## config.mk

```make
export PLATFORM = sky130hd
export DESIGN_NAME = text_memory
export DESIGN_NICKNAME = d
export VERILOG_FILES = /design/src/common/rv_pkg.sv /design/src/text_memory.sv
export SDC_FILE = /design/constraint.sdc
export NUM_CORES = 2
export LEC_CHECK = 0
export ABC_AREA = 1
export BUFFER_PORTS_ARGS = -buffer_cell sky130_fd_sc_hd__buf_2
export CAP_MARGIN = 20
export CORE_MARGIN = 2
export CORE_UTILIZATION = 45
export DETAILED_ROUTE_END_ITERATION = 7
export GPL_TIMING_DRIVEN = 0
export SKIP_LAST_GASP = 1
export SLEW_MARGIN = 20
export SYNTH_ARGS = -nofsm -noshare
export SYNTH_HDL_FRONTEND = slang
export SYNTH_SLANG_ARGS = --single-unit
```

## constraint.sdc

```tcl
create_clock -name i_clock -period 7.4 [get_ports i_clock]
set_input_delay 0.37 -clock i_clock [delete_from_list [all_inputs] [get_ports i_clock]]
set_output_delay 0.37 -clock i_clock [all_outputs]
set_load 0.005 [all_outputs]
```

## src/common/rv_pkg.sv

```systemverilog
/*
 * RV32I subset package: word, register, byte-enable and ALU types,
 * ALU operation codes, opcode, funct3 and funct7 constants
 */
`default_nettype none

package rv_pkg;

  typedef logic [31:0] word_t;
  typedef logic [4:0]  reg_addr_t;
  typedef logic [3:0]  byte_en_t;
  typedef logic [2:0]  alu_op_t;
  typedef logic [6:0]  opcode_t;
  typedef logic [2:0]  funct3_t;
  typedef logic [6:0]  funct7_t;

  // ALU operations
  localparam alu_op_t ALU_ADD    = 3'd0;
  localparam alu_op_t ALU_SUB    = 3'd1;
  localparam alu_op_t ALU_AND    = 3'd2;
  localparam alu_op_t ALU_OR     = 3'd3;
  localparam alu_op_t ALU_XOR    = 3'd4;
  localparam alu_op_t ALU_SLT    = 3'd5;
  localparam alu_op_t ALU_PASS_B = 3'd6;

  // --------------------------------------------------
  // Opcodes, one per format
  // --------------------------------------------------
  localparam opcode_t OPC_LUI    = 7'b0110111;
  localparam opcode_t OPC_OP_IMM = 7'b0010011;
  localparam opcode_t OPC_OP     = 7'b0110011;
  localparam opcode_t OPC_LOAD   = 7'b0000011;
  localparam opcode_t OPC_STORE  = 7'b0100011;
  localparam opcode_t OPC_BRANCH = 7'b1100011;
  localparam opcode_t OPC_JAL    = 7'b1101111;

  // Arithmetic and logic funct3
  localparam funct3_t F3_ADD_SUB = 3'b000;
  localparam funct3_t F3_SLT     = 3'b010;
  localparam funct3_t F3_XOR     = 3'b100;
  localparam funct3_t F3_OR      = 3'b110;
  localparam funct3_t F3_AND     = 3'b111;

  // Memory and branch funct3
  localparam funct3_t F3_LW      = 3'b010;
  localparam funct3_t F3_SB      = 3'b000;
  localparam funct3_t F3_SW      = 3'b010;
  localparam funct3_t F3_BEQ     = 3'b000;
  localparam funct3_t F3_BNE     = 3'b001;

  // funct7 for register-register ops
  localparam funct7_t F7_BASE    = 7'b0000000;
  localparam funct7_t F7_SUB     = 7'b0100000;

endpackage

`default_nettype wire

```

## src/text_memory.sv

```systemverilog
/*
 * Instruction memory, combinational word read,
 * synchronous load port for program placement
 */
`timescale 1ns/100ps
`default_nettype none

module text_memory #(
  parameter int TEXT_ADDR_BITS = 6
) (
  input  wire logic          i_clock,
  input  wire rv_pkg::word_t i_address,
  output rv_pkg::word_t      o_read_data,
  input  wire logic          i_load_enable,
  input  wire rv_pkg::word_t i_load_address,
  input  wire rv_pkg::word_t i_load_data
);

  localparam int WORDS = 2 ** TEXT_ADDR_BITS;

  rv_pkg::word_t mem [WORDS];

  // Fetch uses the byte address; upper bits wrap
  assign o_read_data = mem[i_address[TEXT_ADDR_BITS+1:2]];

  // Load port takes a word index
  always_ff @(posedge i_clock) begin
    if (i_load_enable)
      mem[i_load_address[TEXT_ADDR_BITS-1:0]] <= i_load_data;
  end

endmodule

`default_nettype wire

```

==> flow_metrics.env <==
export IMPL_outcome="complete, no violations"
export IMPL_finalSetupViolCount=0
export IMPL_worstPathRequired_ps=7030
export IMPL_die_w_um=431
export IMPL_post_cts_buffers=0
export IMPL_ctsHoldBuffers=24
export IMPL_clkSinkCount=2048
export IMPL_yosysMostFrequentCell="nand2_1"
export IMPL_synthFlopType="edfxtp_1"
export IMPL_numCtsBuffers=208
export IMPL_post_dp_cell_area_um2=89800
export IMPL_cellLeakagePower_nw=34.6
export IMPL_start_util_pct=45.4
export IMPL_dpl_worst_slack_ps=3180
export IMPL_largest_register_ffs=2048
export IMPL_dieArea_um2=186000
export IMPL_synth_distinct_cells=15
export IMPL_hold_path_class="input port to flip-flop"
export IMPL_cts_resized=0
export IMPL_timing_setup_tns_ps=0
export IMPL_clkPwrFrac_pct=41.0
export IMPL_clock_path_buffers=3
export IMPL_seq_power_share_pct=51.0
export IMPL_max_slew_margin_rel_pct=14.2
export IMPL_grt_pass1_vias=54400
export IMPL_syn_instance_count=6737
export IMPL_row_count=156
export IMPL_die_h_um=431
export IMPL_yosysTopAreaCellShare_pct=74.9
export IMPL_num_fill_cells=15100
export IMPL_hold_violations=0
export IMPL_seq_area_frac_synth_pct=74.9
export IMPL_synth_top_cells_by_count="nand2_1 (2,248), edfxtp_1 (2,048), nand3_1 (1,907)"
export IMPL_finalNonFillerCells=9836
export IMPL_core_area_um2=181000
export IMPL_drt_initial_drc_count=10100
export IMPL_syn_area_um2=82100
export IMPL_yosysTopAreaCell="edfxtp_1"
export IMPL_area_growth_syn_to_layout_pct=17.7
export IMPL_grt_util_all_layers_pct=36.4
export IMPL_synth_area_leaders="edfxtp_1 (75%), nand3_1 (12%), nand2_1 (10%)"
export IMPL_use_met1_pct=47.4
export IMPL_power_mw=25.2
export IMPL_dp_hpwl_um=244000
export IMPL_io_buffer_count=69
export IMPL_p_sw_share_pct=24.7
export IMPL_setup_slack_ps=2990
export IMPL_grt_pass1_wl_um=456000
export IMPL_met2_usage_pct=54.1
export IMPL_ys_seq_elements=2048
export IMPL_endpoint="o_read_data[30]"
export IMPL_drive_above_1_share_pct=13.0
export IMPL_crit_chain="buf_2 > inv_1 > buf_2 > clkbuf_1 > nand3_1 > nand3_1 > nand3_1 > nand2_1 > nand2_1 > nand2_1 > buf_2"
export IMPL_via_per_inst=6.14
export IMPL_maxCapViolations=0
export IMPL_cts_tree="yes"
export IMPL_cpPeakStageDelay_ps=880
export IMPL_place_gp_congestion=1.04
export IMPL_slew_viol_final=0
export IMPL_p_comb_share_pct=8.0
export IMPL_crit_path_end_kind="output pin"
export IMPL_synth_edf_count=2048
export IMPL_use_met3_pct=10.9
export IMPL_critPathLaunchType="input port"
export IMPL_fin_crit_sh_pct=59.6
export IMPL_cp_arrival_ps=4040
export IMPL_fmax_mhz=227
export IMPL_ys_warn_count=0
export IMPL_io_pins=130
export IMPL_grt_busiest_layer="met2"
export IMPL_vias=60400
export IMPL_max_vdd_ir_drop_mv=0.266
export IMPL_powerDensity_nw_per_um2=261
export IMPL_rsz0062_at_grt="false"
export IMPL_final_area_um2=96600
export IMPL_cts_root_buf="clkbuf_16"
export IMPL_worstMarginPinSlew_ps=1290
export IMPL_overflow=0
export IMPL_power_internal_mw=19.0
export IMPL_antenna_found_initial=35
export IMPL_fin_crit_ps=4410
export IMPL_synthArstFlopShare_pct=0
export IMPL_cp_max_fo=10
export IMPL_syn_avg_cell_area_um2=12.2
export IMPL_dp_cells=9401
export IMPL_wl_per_cell_um=34.8
export IMPL_grt_max_degree=65
export IMPL_synth_nets=6835
export IMPL_path_class="input port to output pin"
export IMPL_wirelength_um=342000
export IMPL_final_antenna_net_count=0
export IMPL_cts_max_level=4
export IMPL_cts_reportedPaths_clkPinSlew_ps=60
export IMPL_p_sw_mw=6.23
export IMPL_slowest_stage="clkbuf_1"
export IMPL_drc=0
export IMPL_nets=7364
export IMPL_setup_worst_path_start="i_address[4]"
export IMPL_drtPass1Iterations=8
## power groups by stage
stage               clock network [mW]  logic, mW  registers [mW]
floorplan                            0      0.807            13.1
global placement                     0       1.82            13.1
detailed placement                   0       1.92            13.1
CTS                               10.3       1.94            12.9
global route                      10.8       2.06            12.9
finish                            10.3       2.02            12.9
## placed cells by master (no fill, tap or decap), types with 14 or more instances in the layout
| cell type | synthesis | routed |
|---|---|---|
| nand2_1 | 2248 | 2248 |
| edfxtp_1 | 2048 | 2048 |
| nand3_1 | 1907 | 1907 |
| buf_2 | 282 | 363 |
| clkbuf_16 | 0 | 210 |
| clkbuf_1 | 77 | 127 |
| buf_4 | 45 | 120 |
| buf_12 | 0 | 80 |
| clkinv_1 | 0 | 67 |
| buf_16 | 0 | 59 |
| nor2_4 | 0 | 56 |
| buf_1 | 40 | 37 |
| clkinv_2 | 0 | 25 |
| dlygate4sd3_1 | 0 | 24 |
| diode_2 | 0 | 19 |
| bufinv_16 | 0 | 14 |
## final cells by class
type                       instances  area, um^2  area share [%]
inverter                          12        47.5          0.0492
clock inverter                   124        1080            1.12
tap                             2370        2970            3.07
multi-input combinational       4228       18800            19.4
antenna                           19        47.5          0.0492
timing repair buffer             319        4460            4.62
buffer                           449        2260            2.34
sequential                      2048       61500            63.7
clock buffer                     267        5470            5.66
## worst min-delay path by stage
| stage | endpoint | from | slack, ps | cells after the start |
|---|---|---|---|---|
| 2_1_floorplan | mem[0][0] | i_load_data[0] | 470 | 0 |
| 3_3_place_gp | mem[30][3] | i_load_data[3] | 1290 | 1 |
| 3_5_place_dp | mem[36][13] | i_load_data[13] | 700 | 1 |
| 4_1_cts | mem[62][16] | i_load_data[16] | 1 | 1 |
| 5_1_grt | mem[62][16] | i_load_data[16] | 20 | 1 |
| 6_report | mem[62][16] | i_load_data[16] | 20 | 1 |
## routing by layer
metal  wire [um]  vias up
met2      150000     4457
met4       23700       22
met3       46400      917
li1            -    25200
met5         155        -
met1      123000    29800
## critical path, delay by kind of cell
kind / cells / cell delay (ps)
buffers and inverters: 5 / 2090
and+or+nand+nor: 6 / 1500
## stage by stage
stage	hold WS [ps]	util [%]
2_1_floorplan	469	-
3_3_place_gp	1290	47.2
3_5_place_dp	700	49.6
4_1_cts	1.41	53.4
5_1_grt	22.6	53.4
6_report	15.8	53.4
## cells by family (layout without fill, tap and decap cells)
kind of cell	count (synthesis)	after routing	share of synthesized area, %
buf+inv	461	1171	2.80
flops	2048	2048	74.9
other cells	0	19	0
simple gates	4228	4228	22.3
No activity file was read; power rests on OpenSTA's default activity.
