`src/common/rv_pkg.sv`:
```
/*
 * RV32I subset package: word, register, byte-enable and ALU types,
 * ALU operation codes, opcode, funct3 and funct7 constants
 */
`default_nettype none

package rv_pkg;

  typedef logic [31:0] word_t;
  typedef logic [4:0]  reg_addr_t;
  typedef logic [3:0]  byte_en_t;
  typedef logic [2:0]  alu_op_t;
  typedef logic [6:0]  opcode_t;
  typedef logic [2:0]  funct3_t;
  typedef logic [6:0]  funct7_t;

  // ALU operations
  localparam alu_op_t ALU_ADD    = 3'd0;
  localparam alu_op_t ALU_SUB    = 3'd1;
  localparam alu_op_t ALU_AND    = 3'd2;
  localparam alu_op_t ALU_OR     = 3'd3;
  localparam alu_op_t ALU_XOR    = 3'd4;
  localparam alu_op_t ALU_SLT    = 3'd5;
  localparam alu_op_t ALU_PASS_B = 3'd6;

  // --------------------------------------------------
  // Opcodes, one per format
  // --------------------------------------------------
  localparam opcode_t OPC_LUI    = 7'b0110111;
  localparam opcode_t OPC_OP_IMM = 7'b0010011;
  localparam opcode_t OPC_OP     = 7'b0110011;
  localparam opcode_t OPC_LOAD   = 7'b0000011;
  localparam opcode_t OPC_STORE  = 7'b0100011;
  localparam opcode_t OPC_BRANCH = 7'b1100011;
  localparam opcode_t OPC_JAL    = 7'b1101111;

  // Arithmetic and logic funct3
  localparam funct3_t F3_ADD_SUB = 3'b000;
  localparam funct3_t F3_SLT     = 3'b010;
  localparam funct3_t F3_XOR     = 3'b100;
  localparam funct3_t F3_OR      = 3'b110;
  localparam funct3_t F3_AND     = 3'b111;

  // Memory and branch funct3
  localparam funct3_t F3_LW      = 3'b010;
  localparam funct3_t F3_SB      = 3'b000;
  localparam funct3_t F3_SW      = 3'b010;
  localparam funct3_t F3_BEQ     = 3'b000;
  localparam funct3_t F3_BNE     = 3'b001;

  // funct7 for register-register ops
  localparam funct7_t F7_BASE    = 7'b0000000;
  localparam funct7_t F7_SUB     = 7'b0100000;

endpackage

`default_nettype wire

```
`src/common/data_bus_if.sv`:
```
/*
 * Data memory access bus between core and data memory,
 * with core and mem modports
 */
`timescale 1ns/100ps
`default_nettype none

interface data_bus_if;

  rv_pkg::word_t    address;
  rv_pkg::word_t    write_data;
  rv_pkg::byte_en_t byte_enable;
  logic             read_enable;
  logic             write_enable;
  rv_pkg::word_t    read_data;

  modport core (
    output address, write_data, byte_enable, read_enable, write_enable,
    input  read_data
  );

  modport mem (
    input  address, write_data, byte_enable, read_enable, write_enable,
    output read_data
  );

endinterface

`default_nettype wire

```
`src/data_memory.sv`:
```
/*
 * Data memory, byte-lane synchronous write,
 * combinational read, cleared while in reset
 */
`timescale 1ns/100ps
`default_nettype none

module data_memory #(
  parameter int DATA_ADDR_BITS = 6
) (
  input  wire logic i_clock,
  input  wire logic i_reset,
  data_bus_if.mem   bus
);

  localparam int WORDS = 2 ** DATA_ADDR_BITS;

  rv_pkg::word_t               mem [WORDS];
  logic [DATA_ADDR_BITS-1:0]   word_index;

  // Byte address to word index, wrapping
  assign word_index    = bus.address[DATA_ADDR_BITS+1:2];
  assign bus.read_data = mem[word_index];

  always_ff @(posedge i_clock) begin
    if (i_reset) begin
      for (int i = 0; i < WORDS; i++)
        mem[i] <= '0;
    end else if (bus.write_enable) begin
      for (int lane = 0; lane < 4; lane++) begin
        if (bus.byte_enable[lane])
          mem[word_index][lane*8 +: 8] <= bus.write_data[lane*8 +: 8];
      end
    end
  end

  // Core keeps its stores off the bus until reset is released
  a_no_write_in_reset: assert property (@(posedge i_clock)
    i_reset |-> !bus.write_enable);

endmodule

`default_nettype wire

```
`src/flat_wrapper.sv`:
```
// flat-port wrapper written by rule: the top's interface ports become plain ports
module data_memory_flat 
#(
  parameter int DATA_ADDR_BITS = 6
)
  (i_clock, i_reset, bus_address, bus_write_data, bus_byte_enable, bus_read_enable, bus_write_enable, bus_read_data);
  data_bus_if bus_i ();
  input  wire logic i_clock;
  input  wire logic i_reset;
  input wire logic [$bits(bus_i.address)-1:0] bus_address;
  input wire logic [$bits(bus_i.write_data)-1:0] bus_write_data;
  input wire logic [$bits(bus_i.byte_enable)-1:0] bus_byte_enable;
  input wire logic [$bits(bus_i.read_enable)-1:0] bus_read_enable;
  input wire logic [$bits(bus_i.write_enable)-1:0] bus_write_enable;
  output wire logic [$bits(bus_i.read_data)-1:0] bus_read_data;
  assign bus_i.address = bus_address;
  assign bus_i.write_data = bus_write_data;
  assign bus_i.byte_enable = bus_byte_enable;
  assign bus_i.read_enable = bus_read_enable;
  assign bus_i.write_enable = bus_write_enable;
  assign bus_read_data = bus_i.read_data;
  data_memory #(.DATA_ADDR_BITS(DATA_ADDR_BITS)) u_core (.i_clock(i_clock), .i_reset(i_reset), .bus(bus_i));
endmodule
```
`config.mk`:
```
export PLATFORM = sky130hd
export DESIGN_NAME = data_memory_flat
export DESIGN_NICKNAME = d
export VERILOG_FILES = /design/src/common/rv_pkg.sv /design/src/common/data_bus_if.sv /design/src/data_memory.sv /design/src/flat_wrapper.sv
export SDC_FILE = /design/constraint.sdc
export NUM_CORES = 2
export LEC_CHECK = 0
export ABC_AREA = 1
export BUFFER_PORTS_ARGS = -buffer_cell sky130_fd_sc_hd__buf_2
export CAP_MARGIN = 20
export CORE_AREA = 2 2 570 572
export DETAILED_ROUTE_END_ITERATION = 8
export DIE_AREA = 0 0 572 574
export PLACE_DENSITY = 0.52
export SLEW_MARGIN = 20
export SYNTH_ARGS = -nofsm -noshare
export SYNTH_HDL_FRONTEND = slang
export SYNTH_SLANG_ARGS = --single-unit
export TNS_END_PERCENT = 20
```
`constraint.sdc`:
```
create_clock -name i_clock -period 2.6 [get_ports i_clock]
set_input_delay 0.52 -clock i_clock [delete_from_list [all_inputs] [get_ports i_clock]]
set_output_delay 0.52 -clock i_clock [all_outputs]
set_load 0.05 [all_outputs]
```
==> results.cfg <==
[worst_setup_path]
critPathTopFamily = buffers and inverters
critical_path_required_ns = 2.08
cpPeakStageDelay_ns = 0.22
crit_slowest_cell = buf_16
start_kind = input pin
path_buf_inv = 6
cp_common_cell = nand2_1
end_kind = output port
critPathKind = input pin to output port
path_max_fanout = 13
crit_chain = buf_16 -> buf_16 -> buf_16 -> buf_4 -> buf_4 -> nand2_1 -> nand2_1 -> nand2_1 -> nand2_1 -> nand2_1 -> nand2_1 -> nand2_1 -> nand2_1 -> nor2_1 -> nand2_1 -> buf_6
arrival_ns = 2.46

[run_status]
outcome = finished with violations
violations = negative setup slack

[finish]
multi_input_area_mm2 = 0.0328
largest_register_ffs = 2048
instances_no_fill = 16565
top_regs = u_core.mem: 2048 flops
regArea_mm2 = 0.0615
drive_gt1_frac = 0.147
area_growth_pct = 26.4
fin_area_mm2 = 0.122
regMostFlops = u_core.mem
nNetsFinal = 12138
num-fill-cells = 32617

[power]
power_switching_mw = 19.7
intPower_mw = 57.9
p_clk_frac = 0.387
totalPowerFinal_mw = 77.6
p_seq_frac = 0.495
swShare = 0.254
leakage_nw = 53.8
power.density_mw_per_mm2 = 637
vdd_ir_drop_max_v = 0.000550
p_comb_frac = 0.118

[min_path]
hp-start = bus_write_data[23]
hold_path_end = u_core.mem[46][23]$_SDFFCE_PN0P_
hold_class = input pin to flop
hold_depth = 3

[global_route]
grt_start_max_net_pins = 65
grt_pass1_wl_um = 484000
grt_usage = 0.198
antenna_found_initial = 15
grt_pass1_vias = 73703
grt-ovfl-total = 0

[route]
wl_per_cell_um = 20.0
wirelength_um = 331000
dr_total_vias = 76591
drc = 0
postRouteAntennaNets = 0
first_iter_violations = 7361
dr.pass1.iters = 6
vias_per_cell = 4.62

[placed_design]
dpl.hpwl_um = 218000
postPlaceCellArea_mm2 = 0.114
dp.cells = 16146
portBuffers = 76
gp_congestion = 0.886

[synthesis]
avgSynthCellArea_um2 = 8.56
yosysMostFrequentCell = nand2_1
yosysTopAreaCellShare = 0.639
synthArstFlopShare = 0
syn-num-nets = 11318
synth_area_mm2 = 0.0963
synth_common_cells = nand2_1 (6,236), nor2_1 (2,188), edfxtp_1 (2,048)
synth_enable_flop_cells = 2048
yosys.area.top_type = edfxtp_1
yosysUniqueCellTypes = 17
syn_inst = 11246
ys_seq_area_frac = 0.639
synth-seq-cells = 2048
synth_area_leaders = edfxtp_1 (64%), nand2_1 (24%), nor2_1 (8.5%)
yosys_warnings = 0
ys.flop_type = edfxtp_1

[floorplanning]
core_area_mm2 = 0.323
die_x_um = 572
fp-row-count = 209
start_util = 0.298
dieArea_mm2 = 0.328
io_pins = 104
die_h_um = 574

[cts]
cts_made_buffers = 223
cts_tree = done
clk_pin_slew_ns = 0.07
htree_levels = 4
postCtsHoldBufs = 0
max-clock-path-buffers = 4
cts-root-buf = clkbuf_16
clock_sinks = 2048

[sta]
hold_viol_final = 0
tightest_slew_ns = 1.14
layout_setup_ws_ns = -0.380
final.period_utilization = 1.15
fin_crit_ns = 2.98
rsz0062_at_grt = true
drv_slew = 0
finalSetupViolations = 32
timing.fmax_ghz = 0.336
relSlewSlack = 0.239

[job]
maxCapViolCount = 0
==> power by group through the flow <==
stage	Sequential (mW)	Clock, mW	Combinational, mW
2_1_floorplan	38.9	0	4.37
3_3_place_gp	39.0	0	8.74
3_5_place_dp	39.1	0	8.74
4_1_cts	38.4	30.4	9.11
5_1_grt	38.5	31.6	9.95
6_report	38.4	30.0	9.17
==> routing by layer <==
| metal | wire (µm) | global-route usage | vias to the layer above | share of wire |
|---|---|---|---|---|
| met3 | 20500 | 0.0261 | 529 | 0.062 |
| met5 | 29 | 0 | - | 0.000088 |
| met2 | 151000 | 0.315 | 2302 | 0.46 |
| met1 | 145000 | 0.272 | 36599 | 0.44 |
| met4 | 14200 | 0.0760 | 6 | 0.043 |
| li1 | - | - | 37155 | - |
==> tightest hold or removal path: stages <==
cell      delay, ns
buf_2          0.10
clkinv_2       0.12
nor2_1         0.07
==> worst max path at each step <==
stage | cells past startpoint | start | to | slack, ns
detailed placement | 16 | bus_address[2] | bus_read_data[30] | -0.71
floorplan | 14 | bus_address[2] | bus_read_data[0] | 0.006
finish | 16 | bus_address[2] | bus_read_data[20] | -0.38
CTS | 9 | u_core.mem[46][30]$_SDFFCE_PN0P_ | bus_read_data[30] | -0.42
global route | 15 | bus_address[2] | bus_read_data[21] | -0.45
global placement | 16 | bus_address[2] | bus_read_data[30] | -0.73
==> layout by cell type (no fill, tap or decap) <==
cell type | Yosys | layout
o21ai_1 | 0 | 2
clkbuf_1 | 522 | 52
buf_2 | 92 | 41
bufinv_16 | 0 | 11
nor2_4 | 0 | 37
diode_2 | 0 | 8
buf_12 | 0 | 389
o21ai_2 | 0 | 1
buf_16 | 0 | 23
edfxtp_1 | 2048 | 2048
clkinv_2 | 0 | 66
clkinvlp_4 | 0 | 2
clkinv_1 | 0 | 61
clkinv_8 | 0 | 2
or2_4 | 0 | 1
nand2_8 | 0 | 1
nand2_2 | 8 | 100
buf_4 | 2 | 760
nor2_1 | 2188 | 2122
nand3_2 | 0 | 2
inv_16 | 0 | 2
inv_1 | 15 | 14
inv_6 | 0 | 3
or2_2 | 6 | 5
nand3_1 | 11 | 9
nor3_4 | 0 | 7
o21ai_4 | 0 | 1
o211ai_1 | 5 | 5
buf_8 | 0 | 10
nor3_2 | 7 | 1
nand2_4 | 0 | 25
nor2_2 | 4 | 33
clkinv_4 | 0 | 2
buf_6 | 0 | 22
bufbuf_16 | 0 | 7
inv_2 | 47 | 13
o21ai_0 | 7 | 3
clkbuf_16 | 0 | 228
inv_8 | 0 | 3
nand2_1 | 6236 | 6118
==> final cells by class <==
type,instances,area share
clock inverters,116,0.00688
repair buffers,1257,0.124
inverters,62,0.00255
well taps,4325,0.0445
repair inverters,1,0.0000719
multi-input cells,8473,0.269
diodes,8,0.000164
clock buffers,275,0.0474
flip-flops and latches,2048,0.505
==> through the flow <==
stage,setup TNS [ns],hold slack [ns],setup WS (ns),utilization
after detailed placement,-434.79,0.988,-0.708,0.352
after floorplan,0,0.766,0.00585,-
final,-10.00,0.0824,-0.380,0.377
after global routing,-12.90,0.0736,-0.452,0.377
after CTS,-11.49,0.0428,-0.419,0.376
after global placement,-426.41,0.991,-0.726,0.352
==> timing repair <==
item / CTS / global route
cloned: 10 / 5
endpoints found under the setup margin: 32 / 32
pin swaps: 60 / 40
buffers inserted: 7 / 3
resized for setup: 245 / 85
==> kinds of logic after synthesis <==
| logic type | count (synthesis) | share of synthesized area |
|---|---|---|
| DFF | 2048 | 0.639 |
| AOI/OAI and AO/OA | 12 | 0.000754 |
| and+or+nand+nor | 8461 | 0.331 |
| buffers and inverters | 725 | 0.0295 |
Power figures use the tool's default switching activity.
