==> config.mk <==
export PLATFORM = sky130hd
export DESIGN_NAME = riscv_core_flat
export DESIGN_NICKNAME = d
export VERILOG_FILES = /design/src/common/rv_pkg.sv /design/src/common/data_bus_if.sv /design/src/core/alu_execute.sv /design/src/core/instr_decoder.sv /design/src/core/result_select.sv /design/src/core/riscv_core.sv /design/src/flat_wrapper.sv
export SDC_FILE = /design/constraint.sdc
export NUM_CORES = 2
export LEC_CHECK = 0
export BUFFER_PORTS_ARGS = -buffer_cell sky130_fd_sc_hd__buf_2
export CAP_MARGIN = 15
export CELL_PAD_IN_SITES_DETAIL_PLACEMENT = 1
export CELL_PAD_IN_SITES_GLOBAL_PLACEMENT = 1
export CORE_MARGIN = 2
export CORE_UTILIZATION = 40
export CTS_BUF_LIST = sky130_fd_sc_hd__clkbuf_4 sky130_fd_sc_hd__clkbuf_8 sky130_fd_sc_hd__clkbuf_16
export CTS_CLUSTER_DIAMETER = 50
export CTS_CLUSTER_SIZE = 40
export DETAILED_ROUTE_END_ITERATION = 8
export GPL_TIMING_DRIVEN = 0
export PLACE_DENSITY = 0.73
export SYNTH_ARGS = -nofsm -noshare
export SYNTH_HDL_FRONTEND = slang
export SYNTH_SLANG_ARGS = --single-unit
==> constraint.sdc <==
create_clock -name i_clock -period 31.2 [get_ports i_clock]
set_input_delay 9.36 -clock i_clock [delete_from_list [all_inputs] [get_ports i_clock]]
set_output_delay 9.36 -clock i_clock [all_outputs]
set_load 0.01 [all_outputs]
==> src/common/rv_pkg.sv <==
/*
 * RV32I subset package: word, register, byte-enable and ALU types,
 * ALU operation codes, opcode, funct3 and funct7 constants
 */
`default_nettype none

package rv_pkg;

  typedef logic [31:0] word_t;
  typedef logic [4:0]  reg_addr_t;
  typedef logic [3:0]  byte_en_t;
  typedef logic [2:0]  alu_op_t;
  typedef logic [6:0]  opcode_t;
  typedef logic [2:0]  funct3_t;
  typedef logic [6:0]  funct7_t;

  // ALU operations
  localparam alu_op_t ALU_ADD    = 3'd0;
  localparam alu_op_t ALU_SUB    = 3'd1;
  localparam alu_op_t ALU_AND    = 3'd2;
  localparam alu_op_t ALU_OR     = 3'd3;
  localparam alu_op_t ALU_XOR    = 3'd4;
  localparam alu_op_t ALU_SLT    = 3'd5;
  localparam alu_op_t ALU_PASS_B = 3'd6;

  // --------------------------------------------------
  // Opcodes, one per format
  // --------------------------------------------------
  localparam opcode_t OPC_LUI    = 7'b0110111;
  localparam opcode_t OPC_OP_IMM = 7'b0010011;
  localparam opcode_t OPC_OP     = 7'b0110011;
  localparam opcode_t OPC_LOAD   = 7'b0000011;
  localparam opcode_t OPC_STORE  = 7'b0100011;
  localparam opcode_t OPC_BRANCH = 7'b1100011;
  localparam opcode_t OPC_JAL    = 7'b1101111;

  // Arithmetic and logic funct3
  localparam funct3_t F3_ADD_SUB = 3'b000;
  localparam funct3_t F3_SLT     = 3'b010;
  localparam funct3_t F3_XOR     = 3'b100;
  localparam funct3_t F3_OR      = 3'b110;
  localparam funct3_t F3_AND     = 3'b111;

  // Memory and branch funct3
  localparam funct3_t F3_LW      = 3'b010;
  localparam funct3_t F3_SB      = 3'b000;
  localparam funct3_t F3_SW      = 3'b010;
  localparam funct3_t F3_BEQ     = 3'b000;
  localparam funct3_t F3_BNE     = 3'b001;

  // funct7 for register-register ops
  localparam funct7_t F7_BASE    = 7'b0000000;
  localparam funct7_t F7_SUB     = 7'b0100000;

endpackage

`default_nettype wire

==> src/common/data_bus_if.sv <==
/*
 * Data memory access bus between core and data memory,
 * with core and mem modports
 */
`timescale 1ns/100ps
`default_nettype none

interface data_bus_if;

  rv_pkg::word_t    address;
  rv_pkg::word_t    write_data;
  rv_pkg::byte_en_t byte_enable;
  logic             read_enable;
  logic             write_enable;
  rv_pkg::word_t    read_data;

  modport core (
    output address, write_data, byte_enable, read_enable, write_enable,
    input  read_data
  );

  modport mem (
    input  address, write_data, byte_enable, read_enable, write_enable,
    output read_data
  );

endinterface

`default_nettype wire

==> src/core/alu_execute.sv <==
/*
 * Execute stage: ALU on register or immediate operand,
 * branch compare, next PC and link value
 */
`timescale 1ns/100ps
`default_nettype none

module alu_execute (
  input  wire rv_pkg::word_t   i_pc,
  input  wire rv_pkg::word_t   i_rs1_value,
  input  wire rv_pkg::word_t   i_rs2_value,
  input  wire rv_pkg::word_t   i_imm,
  input  wire rv_pkg::alu_op_t i_alu_op,
  input  wire logic            i_use_imm,
  input  wire logic            i_is_branch,
  input  wire logic            i_branch_ne,
  input  wire logic            i_is_jal,
  output rv_pkg::word_t        o_alu_result,
  output rv_pkg::word_t        o_next_pc,
  output rv_pkg::word_t        o_link
);

  rv_pkg::word_t operand_b;
  rv_pkg::word_t pc_plus_4;
  logic          operands_equal;
  logic          branch_taken;

  assign operand_b = i_use_imm ? i_imm : i_rs2_value;

  // --------------------------------------------------
  // ALU
  // --------------------------------------------------
  always_comb begin
    case (i_alu_op)
      rv_pkg::ALU_ADD:    o_alu_result = i_rs1_value + operand_b;
      rv_pkg::ALU_SUB:    o_alu_result = i_rs1_value - operand_b;
      rv_pkg::ALU_AND:    o_alu_result = i_rs1_value & operand_b;
      rv_pkg::ALU_OR:     o_alu_result = i_rs1_value | operand_b;
      rv_pkg::ALU_XOR:    o_alu_result = i_rs1_value ^ operand_b;
      rv_pkg::ALU_SLT:
        o_alu_result = {31'b0, $signed(i_rs1_value) < $signed(operand_b)};
      rv_pkg::ALU_PASS_B: o_alu_result = operand_b;
      default:            o_alu_result = '0;
    endcase
  end

  // --------------------------------------------------
  // Branch decision and next PC
  // --------------------------------------------------
  // Branches always compare the two registers
  assign operands_equal = (i_rs1_value == i_rs2_value);
  assign branch_taken   = i_is_branch && (operands_equal ^ i_branch_ne);

  assign pc_plus_4 = i_pc + 32'd4;
  assign o_next_pc = (branch_taken || i_is_jal) ? i_pc + i_imm : pc_plus_4;
  assign o_link    = pc_plus_4;

endmodule

`default_nettype wire

==> src/core/instr_decoder.sv <==
/*
 * Instruction decoder: register fields, immediate by format,
 * ALU operation and control flags, illegal encoding check
 */
`timescale 1ns/100ps
`default_nettype none

module instr_decoder (
  input  wire logic              i_clock,
  input  wire logic              i_reset,
  input  wire rv_pkg::word_t     i_inst,
  output rv_pkg::reg_addr_t      o_rs1,
  output rv_pkg::reg_addr_t      o_rs2,
  output rv_pkg::reg_addr_t      o_rd,
  output rv_pkg::word_t          o_imm,
  output rv_pkg::alu_op_t        o_alu_op,
  output logic                   o_use_imm,
  output logic                   o_reg_write,
  output logic                   o_is_load,
  output logic                   o_is_store,
  output logic                   o_store_byte,
  output logic                   o_is_branch,
  output logic                   o_branch_ne,
  output logic                   o_is_jal,
  output logic                   o_illegal
);

  rv_pkg::opcode_t opcode;
  rv_pkg::funct3_t funct3;
  rv_pkg::funct7_t funct7;
  rv_pkg::word_t   imm_i;
  rv_pkg::word_t   imm_s;
  rv_pkg::word_t   imm_b;
  rv_pkg::word_t   imm_u;
  rv_pkg::word_t   imm_j;

  assign opcode = i_inst[6:0];
  assign funct3 = i_inst[14:12];
  assign funct7 = i_inst[31:25];
  assign o_rd   = i_inst[11:7];
  assign o_rs1  = i_inst[19:15];
  assign o_rs2  = i_inst[24:20];

  // Immediates, all sign extended from bit 31 except U
  assign imm_i = {{20{i_inst[31]}}, i_inst[31:20]};
  assign imm_s = {{20{i_inst[31]}}, i_inst[31:25], i_inst[11:7]};
  assign imm_b = {{19{i_inst[31]}}, i_inst[31], i_inst[7], i_inst[30:25],
                  i_inst[11:8], 1'b0};
  assign imm_u = {i_inst[31:12], 12'b0};
  assign imm_j = {{11{i_inst[31]}}, i_inst[31], i_inst[19:12], i_inst[20],
                  i_inst[30:21], 1'b0};

  // --------------------------------------------------
  // Control decode
  // --------------------------------------------------
  always_comb begin
    o_imm        = imm_i;
    o_alu_op     = rv_pkg::ALU_ADD;
    o_use_imm    = 1'b0;
    o_reg_write  = 1'b0;
    o_is_load    = 1'b0;
    o_is_store   = 1'b0;
    o_store_byte = 1'b0;
    o_is_branch  = 1'b0;
    o_branch_ne  = 1'b0;
    o_is_jal     = 1'b0;
    o_illegal    = 1'b0;

    case (opcode)
      rv_pkg::OPC_LUI: begin
        o_imm       = imm_u;
        o_alu_op    = rv_pkg::ALU_PASS_B;
        o_use_imm   = 1'b1;
        o_reg_write = 1'b1;
      end
      rv_pkg::OPC_OP_IMM, rv_pkg::OPC_OP: begin
        o_use_imm   = (opcode == rv_pkg::OPC_OP_IMM);
        o_reg_write = 1'b1;
        case (funct3)
          rv_pkg::F3_ADD_SUB: o_alu_op = rv_pkg::ALU_ADD;
          rv_pkg::F3_SLT:     o_alu_op = rv_pkg::ALU_SLT;
          rv_pkg::F3_XOR:     o_alu_op = rv_pkg::ALU_XOR;
          rv_pkg::F3_OR:      o_alu_op = rv_pkg::ALU_OR;
          rv_pkg::F3_AND:     o_alu_op = rv_pkg::ALU_AND;
          default:            o_illegal = 1'b1;
        endcase
        // Only ADD may carry the SUB funct7, and only as a register op
        if (opcode == rv_pkg::OPC_OP) begin
          if (funct7 == rv_pkg::F7_SUB && funct3 == rv_pkg::F3_ADD_SUB)
            o_alu_op = rv_pkg::ALU_SUB;
          else if (funct7 != rv_pkg::F7_BASE)
            o_illegal = 1'b1;
        end
      end
      rv_pkg::OPC_LOAD: begin
        o_use_imm   = 1'b1;
        o_reg_write = 1'b1;
        o_is_load   = 1'b1;
        o_illegal   = (funct3 != rv_pkg::F3_LW);
      end
      rv_pkg::OPC_STORE: begin
        o_imm        = imm_s;
        o_use_imm    = 1'b1;
        o_is_store   = 1'b1;
        o_store_byte = (funct3 == rv_pkg::F3_SB);
        o_illegal    = (funct3 != rv_pkg::F3_SB) && (funct3 != rv_pkg::F3_SW);
      end
      rv_pkg::OPC_BRANCH: begin
        o_imm       = imm_b;
        o_is_branch = 1'b1;
        o_branch_ne = (funct3 == rv_pkg::F3_BNE);
        o_illegal   = (funct3 != rv_pkg::F3_BEQ) && (funct3 != rv_pkg::F3_BNE);
      end
      rv_pkg::OPC_JAL: begin
        o_imm       = imm_j;
        o_reg_write = 1'b1;
        o_is_jal    = 1'b1;
      end
      default: o_illegal = 1'b1;
    endcase
  end

  // Program in text memory holds supported encodings only
  a_no_illegal: assert property (@(posedge i_clock) disable iff (i_reset) !o_illegal);

endmodule

`default_nettype wire

==> src/core/result_select.sv <==
/*
 * Write-back value selection between load data,
 * JAL link address and ALU result
 */
`timescale 1ns/100ps
`default_nettype none

module result_select (
  input  wire rv_pkg::word_t i_alu_result,
  input  wire rv_pkg::word_t i_load_data,
  input  wire rv_pkg::word_t i_link,
  input  wire logic          i_is_load,
  input  wire logic          i_is_jal,
  output rv_pkg::word_t      o_result
);

  // Only LW is supported, so the bus word is the loaded value as is
  rv_pkg::word_t load_value;

  assign load_value = i_load_data;

  // Load wins, then link, then ALU
  always_comb begin
    if (i_is_load)
      o_result = load_value;
    else if (i_is_jal)
      o_result = i_link;
    else
      o_result = i_alu_result;
  end

endmodule

`default_nettype wire

==> src/core/riscv_core.sv <==
/*
 * Single-cycle RV32I subset core with PC, register file,
 * decode/execute/result instances and data bus drive
 */
`timescale 1ns/100ps
`default_nettype none

module riscv_core #(
  parameter int DATA_ADDR_BITS = 6
) (
  input  wire logic          i_clock,
  input  wire logic          i_reset,
  input  wire rv_pkg::word_t i_inst,
  output rv_pkg::word_t      o_pc,
  data_bus_if.core           bus
);

  rv_pkg::reg_addr_t rs1;
  rv_pkg::reg_addr_t rs2;
  rv_pkg::reg_addr_t rd;
  rv_pkg::word_t     imm;
  rv_pkg::alu_op_t   alu_op;
  logic              use_imm;
  logic              reg_write;
  logic              is_load;
  logic              is_store;
  logic              store_byte;
  logic              is_branch;
  logic              branch_ne;
  logic              is_jal;
  logic              illegal;
  rv_pkg::word_t     rs1_value;
  rv_pkg::word_t     rs2_value;
  rv_pkg::word_t     alu_result;
  rv_pkg::word_t     next_pc;
  rv_pkg::word_t     link;
  rv_pkg::word_t     result;
  rv_pkg::word_t     regs [32];

  instr_decoder decoder (
    .i_clock(i_clock), .i_reset(i_reset), .i_inst(i_inst),
    .o_rs1(rs1), .o_rs2(rs2), .o_rd(rd), .o_imm(imm), .o_alu_op(alu_op),
    .o_use_imm(use_imm), .o_reg_write(reg_write), .o_is_load(is_load),
    .o_is_store(is_store), .o_store_byte(store_byte), .o_is_branch(is_branch),
    .o_branch_ne(branch_ne), .o_is_jal(is_jal), .o_illegal(illegal)
  );

  alu_execute execute (
    .i_pc(o_pc), .i_rs1_value(rs1_value), .i_rs2_value(rs2_value), .i_imm(imm),
    .i_alu_op(alu_op), .i_use_imm(use_imm), .i_is_branch(is_branch),
    .i_branch_ne(branch_ne), .i_is_jal(is_jal),
    .o_alu_result(alu_result), .o_next_pc(next_pc), .o_link(link)
  );

  result_select result_sel (
    .i_alu_result(alu_result), .i_load_data(bus.read_data), .i_link(link),
    .i_is_load(is_load), .i_is_jal(is_jal), .o_result(result)
  );

  // x0 reads as zero
  assign rs1_value = (rs1 == '0) ? '0 : regs[rs1];
  assign rs2_value = (rs2 == '0) ? '0 : regs[rs2];

  // --------------------------------------------------
  // Data bus
  // --------------------------------------------------
  // Fetched word is not valid while the program is still loading
  assign bus.read_enable  = is_load && !i_reset && !illegal;
  assign bus.write_enable = is_store && !i_reset && !illegal;
  assign bus.address      = alu_result;
  assign bus.write_data   = store_byte ? {4{rs2_value[7:0]}} : rs2_value;
  assign bus.byte_enable  = !is_store  ? 4'b0000 :
                            store_byte ? 4'b0001 << alu_result[1:0] : 4'b1111;

  // PC and register file
  always_ff @(posedge i_clock) begin
    if (i_reset) begin
      o_pc <= '0;
      for (int i = 0; i < 32; i++)
        regs[i] <= '0;
    end else begin
      o_pc <= next_pc;
      if (reg_write && rd != '0)
        regs[rd] <= result;
    end
  end

  a_pc_aligned: assert property (@(posedge i_clock) disable iff (i_reset)
    o_pc[1:0] == 2'b00);
  a_rw_exclusive: assert property (@(posedge i_clock)
    !(bus.read_enable && bus.write_enable));
  a_access_in_range: assert property (@(posedge i_clock) disable iff (i_reset)
    (bus.read_enable || bus.write_enable) |-> bus.address[31:DATA_ADDR_BITS+2] == '0);

endmodule

`default_nettype wire

==> src/flat_wrapper.sv <==
// flat-port wrapper written by rule: the top's interface ports become plain ports
module riscv_core_flat 
#(
  parameter int DATA_ADDR_BITS = 6
)
  (i_clock, i_reset, i_inst, o_pc, bus_address, bus_write_data, bus_byte_enable, bus_read_enable, bus_write_enable, bus_read_data);
  data_bus_if bus_i ();
  input  wire logic i_clock;
  input  wire logic i_reset;
  input  wire rv_pkg::word_t i_inst;
  output rv_pkg::word_t o_pc;
  output wire logic [$bits(bus_i.address)-1:0] bus_address;
  output wire logic [$bits(bus_i.write_data)-1:0] bus_write_data;
  output wire logic [$bits(bus_i.byte_enable)-1:0] bus_byte_enable;
  output wire logic [$bits(bus_i.read_enable)-1:0] bus_read_enable;
  output wire logic [$bits(bus_i.write_enable)-1:0] bus_write_enable;
  input wire logic [$bits(bus_i.read_data)-1:0] bus_read_data;
  assign bus_address = bus_i.address;
  assign bus_write_data = bus_i.write_data;
  assign bus_byte_enable = bus_i.byte_enable;
  assign bus_read_enable = bus_i.read_enable;
  assign bus_write_enable = bus_i.write_enable;
  assign bus_i.read_data = bus_read_data;
  riscv_core #(.DATA_ADDR_BITS(DATA_ADDR_BITS)) u_core (.i_clock(i_clock), .i_reset(i_reset), .i_inst(i_inst), .o_pc(o_pc), .bus(bus_i));
endmodule
==> impl_metrics.csv <==
group,metric,value,unit
floorplanning,die_height,397,microns
cells_and_area,final_cell_area,70900,sq um
timing,timing.slew.headroom,0.0493,
timing,period_share,0.921,
clock_tree,tritoncts.num_buffers,114,
detailed_routing,dr.first_iter.drc_count,9139,
timing,drv_slew,0,
clock_tree,cts-root-buf,"sky130_fd_sc_hd__clkbuf_16",
detailed_routing,detail-route-antenna-nets,0,
timing,worst_pin_slew,1.43,ns
power_and_ir_drop,power.static_leakage,26.1,nW
cells_and_area,most_used_cells_in_the_layout_excluding_fill_and_tap_cells,"sky130_fd_sc_hd__nor2_1 (1177), sky130_fd_sc_hd__edfxtp_1 (1024), sky130_fd_sc_hd__mux4_2 (450)",
cells_and_area,fill_cells,16327,
clock_tree,post_cts_resized,0,
clock_tree,postCtsSetupBuffers,0,
synthesis,netlist_top_cells_area,"sky130_fd_sc_hd__edfxtp_1 (50%), sky130_fd_sc_hd__mux4_2 (16%), sky130_fd_sc_hd__nor2_1 (7.1%), sky130_fd_sc_hd__mux2i_1 (3.4%), sky130_fd_sc_hd__ha_1 (2.6%)",
worst_setup_path,critPathRequiredTime,21.84,ns
worst_setup_path,worstSetupStartpointType,"input port",
synthesis,synth-seq-area-share,0.507,
worst_setup_path,crit_path_max_fanout,10,
worst_setup_path,setup.worst_path.end_class,"output port",
timing,setup_repair_after_global_routing_missed_its_margin,"false",
synthesis,top_ff_cell_synth,"sky130_fd_sc_hd__edfxtp_1",
timing,setup_total_negative_slack,0,ns
placed_design,detailedPlacementHpwl,244,mm
run,maxCapViolCount,0,
placed_design,globalplace.congestion,1.12,
cells_and_area,layout-drive-gt1-share,0.198,
placed_design,place.detailed.instances,7461,
global_routing,grt.total_usage,0.417,
detailed_routing,drt_first_pass_iters,7,
timing,period_minus_slack,28.72,ns
detailed_routing,vias,54347,
cells_and_area,mostFrequentLayoutCell,"sky130_fd_sc_hd__nor2_1",
clock_tree,clock_sink_count,1056,
synthesis,postSynthCellCount,5164,
clock_tree,clock_tree.buffer_depth,3,
min_path,min_delay_path_depth,2,
timing,setup_viol,0,
run_status,outcome,"finished clean",
clock_tree,cts.reportedPaths.clkPinSlew,0.06,ns
synthesis,synth_edf_count,1024,
detailed_routing,viasPerCell,7.05,
floorplanning,num_rows,144,
clock_tree,cts_tree,"yes",
worst_setup_path,timing.reg2reg.worst_path_depth,21,
synthesis,post_synth.cell_area_avg,12.0,sq um
synthesis,synth.largest_area_cell,"sky130_fd_sc_hd__edfxtp_1",
worst_setup_path,worst-setup-path-type,"in2out",
synthesis,synth-async-reset-ratio,0,
clock_tree,postCtsHoldBufs,0,
floorplanning,die-width,397,microns
synthesis,yosys_warnings,0,
clock_tree,htreeDepth,3,
global_routing,wire_length_of_the_first_global_routing_pass,444,mm
worst_setup_path,cp.buffers_inverters,10,
min_path,hp-class,"reg2reg",
floorplanning,initial_core_util,0.402,
timing,fin_worst_skew,0.108,ns
timing,fmax,0.0348,GHz
floorplanning,dieArea,158000,sq um
clock_tree,clock_latency_on_the_worst_skew_pair,0.83,ns
floorplanning,placeableCoreArea,154000,sq um
power_and_ir_drop,ir_worst_vdd,0.0566,mV
global_routing,initial_antenna_violation_count,28,
detailed_routing,route.final.wire_length,335,mm
worst_setup_path,critical_path_arrival,19.36,ns
synthesis,netlist.area_leader.share,0.497,
worst_setup_path,max_stage_delay,0.95,ns
floorplanning,ios,168,
detailed_routing,route.detailed.wl_per_inst,43.5,microns
worst_setup_path,worst_path_max_delay_cell,"sky130_fd_sc_hd__clkbuf_1",
synthesis,register_bit_total_from_synthesis,1056,
global_routing,grt_start_max_net_pins,24,
detailed_routing,drc_viols,0,
worst_setup_path,critPathMostFrequentCell,"sky130_fd_sc_hd__buf_2",
global_routing,global_route.overflow_total,0,
power_and_ir_drop,pwr_density_cell,61.1,nW/um^2
synthesis,synthDistinctLibCells,92,
cells_and_area,design.final.nets,5738,
placed_design,numPortBuffers,155,
worst_setup_path,critical_path_cell_count,26,
cells_and_area,finish.cell_count_without_fillers,7710,
global_routing,grt_pass1_vias,53074,
cells_and_area,area.growth.synth_to_final,14.6,%
timing,hold_viol_final,0,
synthesis,mappedNetlistArea,61900,sq um
placed_design,placement.cell_area,66700,sq um
worst_setup_path,crit_path_max_delay_family,"compound AO/OA/AOI/OAI gates",
layer usage:
layer	up-vias	share of wire	GRT usage
li1	20193	-	-
met1	27070	0.31	0.463
met2	5370	0.42	0.605
met3	1698	0.16	0.192
met4	16	0.11	0.355
met5	-	0.0016	0.0203
through the flow:
stage | setup slack (ns) | util | power [mW] | hold WS [ns]
after floorplan | 7.67 | - | 2.22 | 0.559
after global placement | 3.07 | 0.424 | 2.71 | 0.570
after detailed placement | 3.41 | 0.433 | 2.76 | 0.571
after CTS | 3.28 | 0.460 | 4.23 | 0.585
after global routing | 2.81 | 0.461 | 4.36 | 0.640
final | 2.48 | 0.461 | 4.33 | 0.584
sequential cells by signal (all words and copies together) (netlist names):
signal and flops:
u_core.o_pc 32, u_core.regs 1024
final timing paths:
path,startpoint,to,slack (ns)
worst max-delay path,i_inst[23],bus_byte_enable[1],2.48
worst min-delay path,u_core.o_pc[0],u_core.o_pc[0],0.58
worst max register to register,u_core.regs[26][2],u_core.regs[17][27],22.47
worst min register to register,u_core.o_pc[0],u_core.o_pc[0],0.58
synthesized netlist by cell type, drive strengths merged (5+ instances only):
cell / number
nor4: 14
a211oi: 73
a21boi: 5
o22ai: 44
o2111ai: 34
o21a: 17
xnor2: 70
xor2: 26
nor3: 35
o21bai: 22
o211ai: 13
o221ai: 68
nand4: 13
a31oi: 16
a31o: 5
o21ai: 176
a22o: 26
nand3: 40
buf: 167
mux4: 450
or2: 5
or3: 17
a221oi: 11
o211a: 5
a21o: 39
mux2i: 210
nor2: 1177
inv: 120
nand3b: 6
dfxtp: 32
a22oi: 49
clkbuf: 310
o31a: 9
o31ai: 14
nand2: 345
nor2b: 9
a221o: 10
a21oi: 185
nor3b: 7
ha: 131
and2: 15
and3: 15
edfxtp: 1024
nand2b: 44
layout make-up:
| cell class | instances | area, sq um | area share |
|---|---|---|---|
| inverters | 120 | 450 | 0.00635 |
| flip-flops and latches | 1056 | 31400 | 0.443 |
| clock buffers | 122 | 2910 | 0.0411 |
| diodes | 31 | 77.6 | 0.00109 |
| plain buffers | 477 | 2210 | 0.0312 |
| clock inverters | 91 | 1170 | 0.0165 |
| repair buffers | 227 | 2080 | 0.0294 |
| multi-input cells | 3542 | 28100 | 0.396 |
| well taps | 2044 | 2560 | 0.0361 |
worst min-delay path, delay by kind of cell (launching register included):
kind	cells	cell delay, ns
and+or+nand+nor	1	0.05
muxes	1	0.14
DFF	1	0.35
power breakdown:
part           switching, mW  internal [mW]  total, mW
registers             0.0285           1.60       1.63
logic                  0.889          0.311       1.20
clock network          0.672          0.835       1.51
cell families (layout without fill, tap and decap cells):
| kind of cell | count (synthesis) | after routing | share of synthesized area |
|---|---|---|---|
| and+or+nand+nor | 1759 | 1759 | 0.116 |
| DFF | 1056 | 1056 | 0.507 |
| AOI/OAI and AO/OA | 858 | 858 | 0.0940 |
| muxes | 663 | 663 | 0.198 |
| buffers and inverters | 597 | 1037 | 0.0429 |
| adders and majority gates | 134 | 134 | 0.0275 |
| xor gates and xnor gates | 96 | 96 | 0.0136 |
| other | 1 | 63 | 0.0000606 |
(Power assumes the default switching activity.)
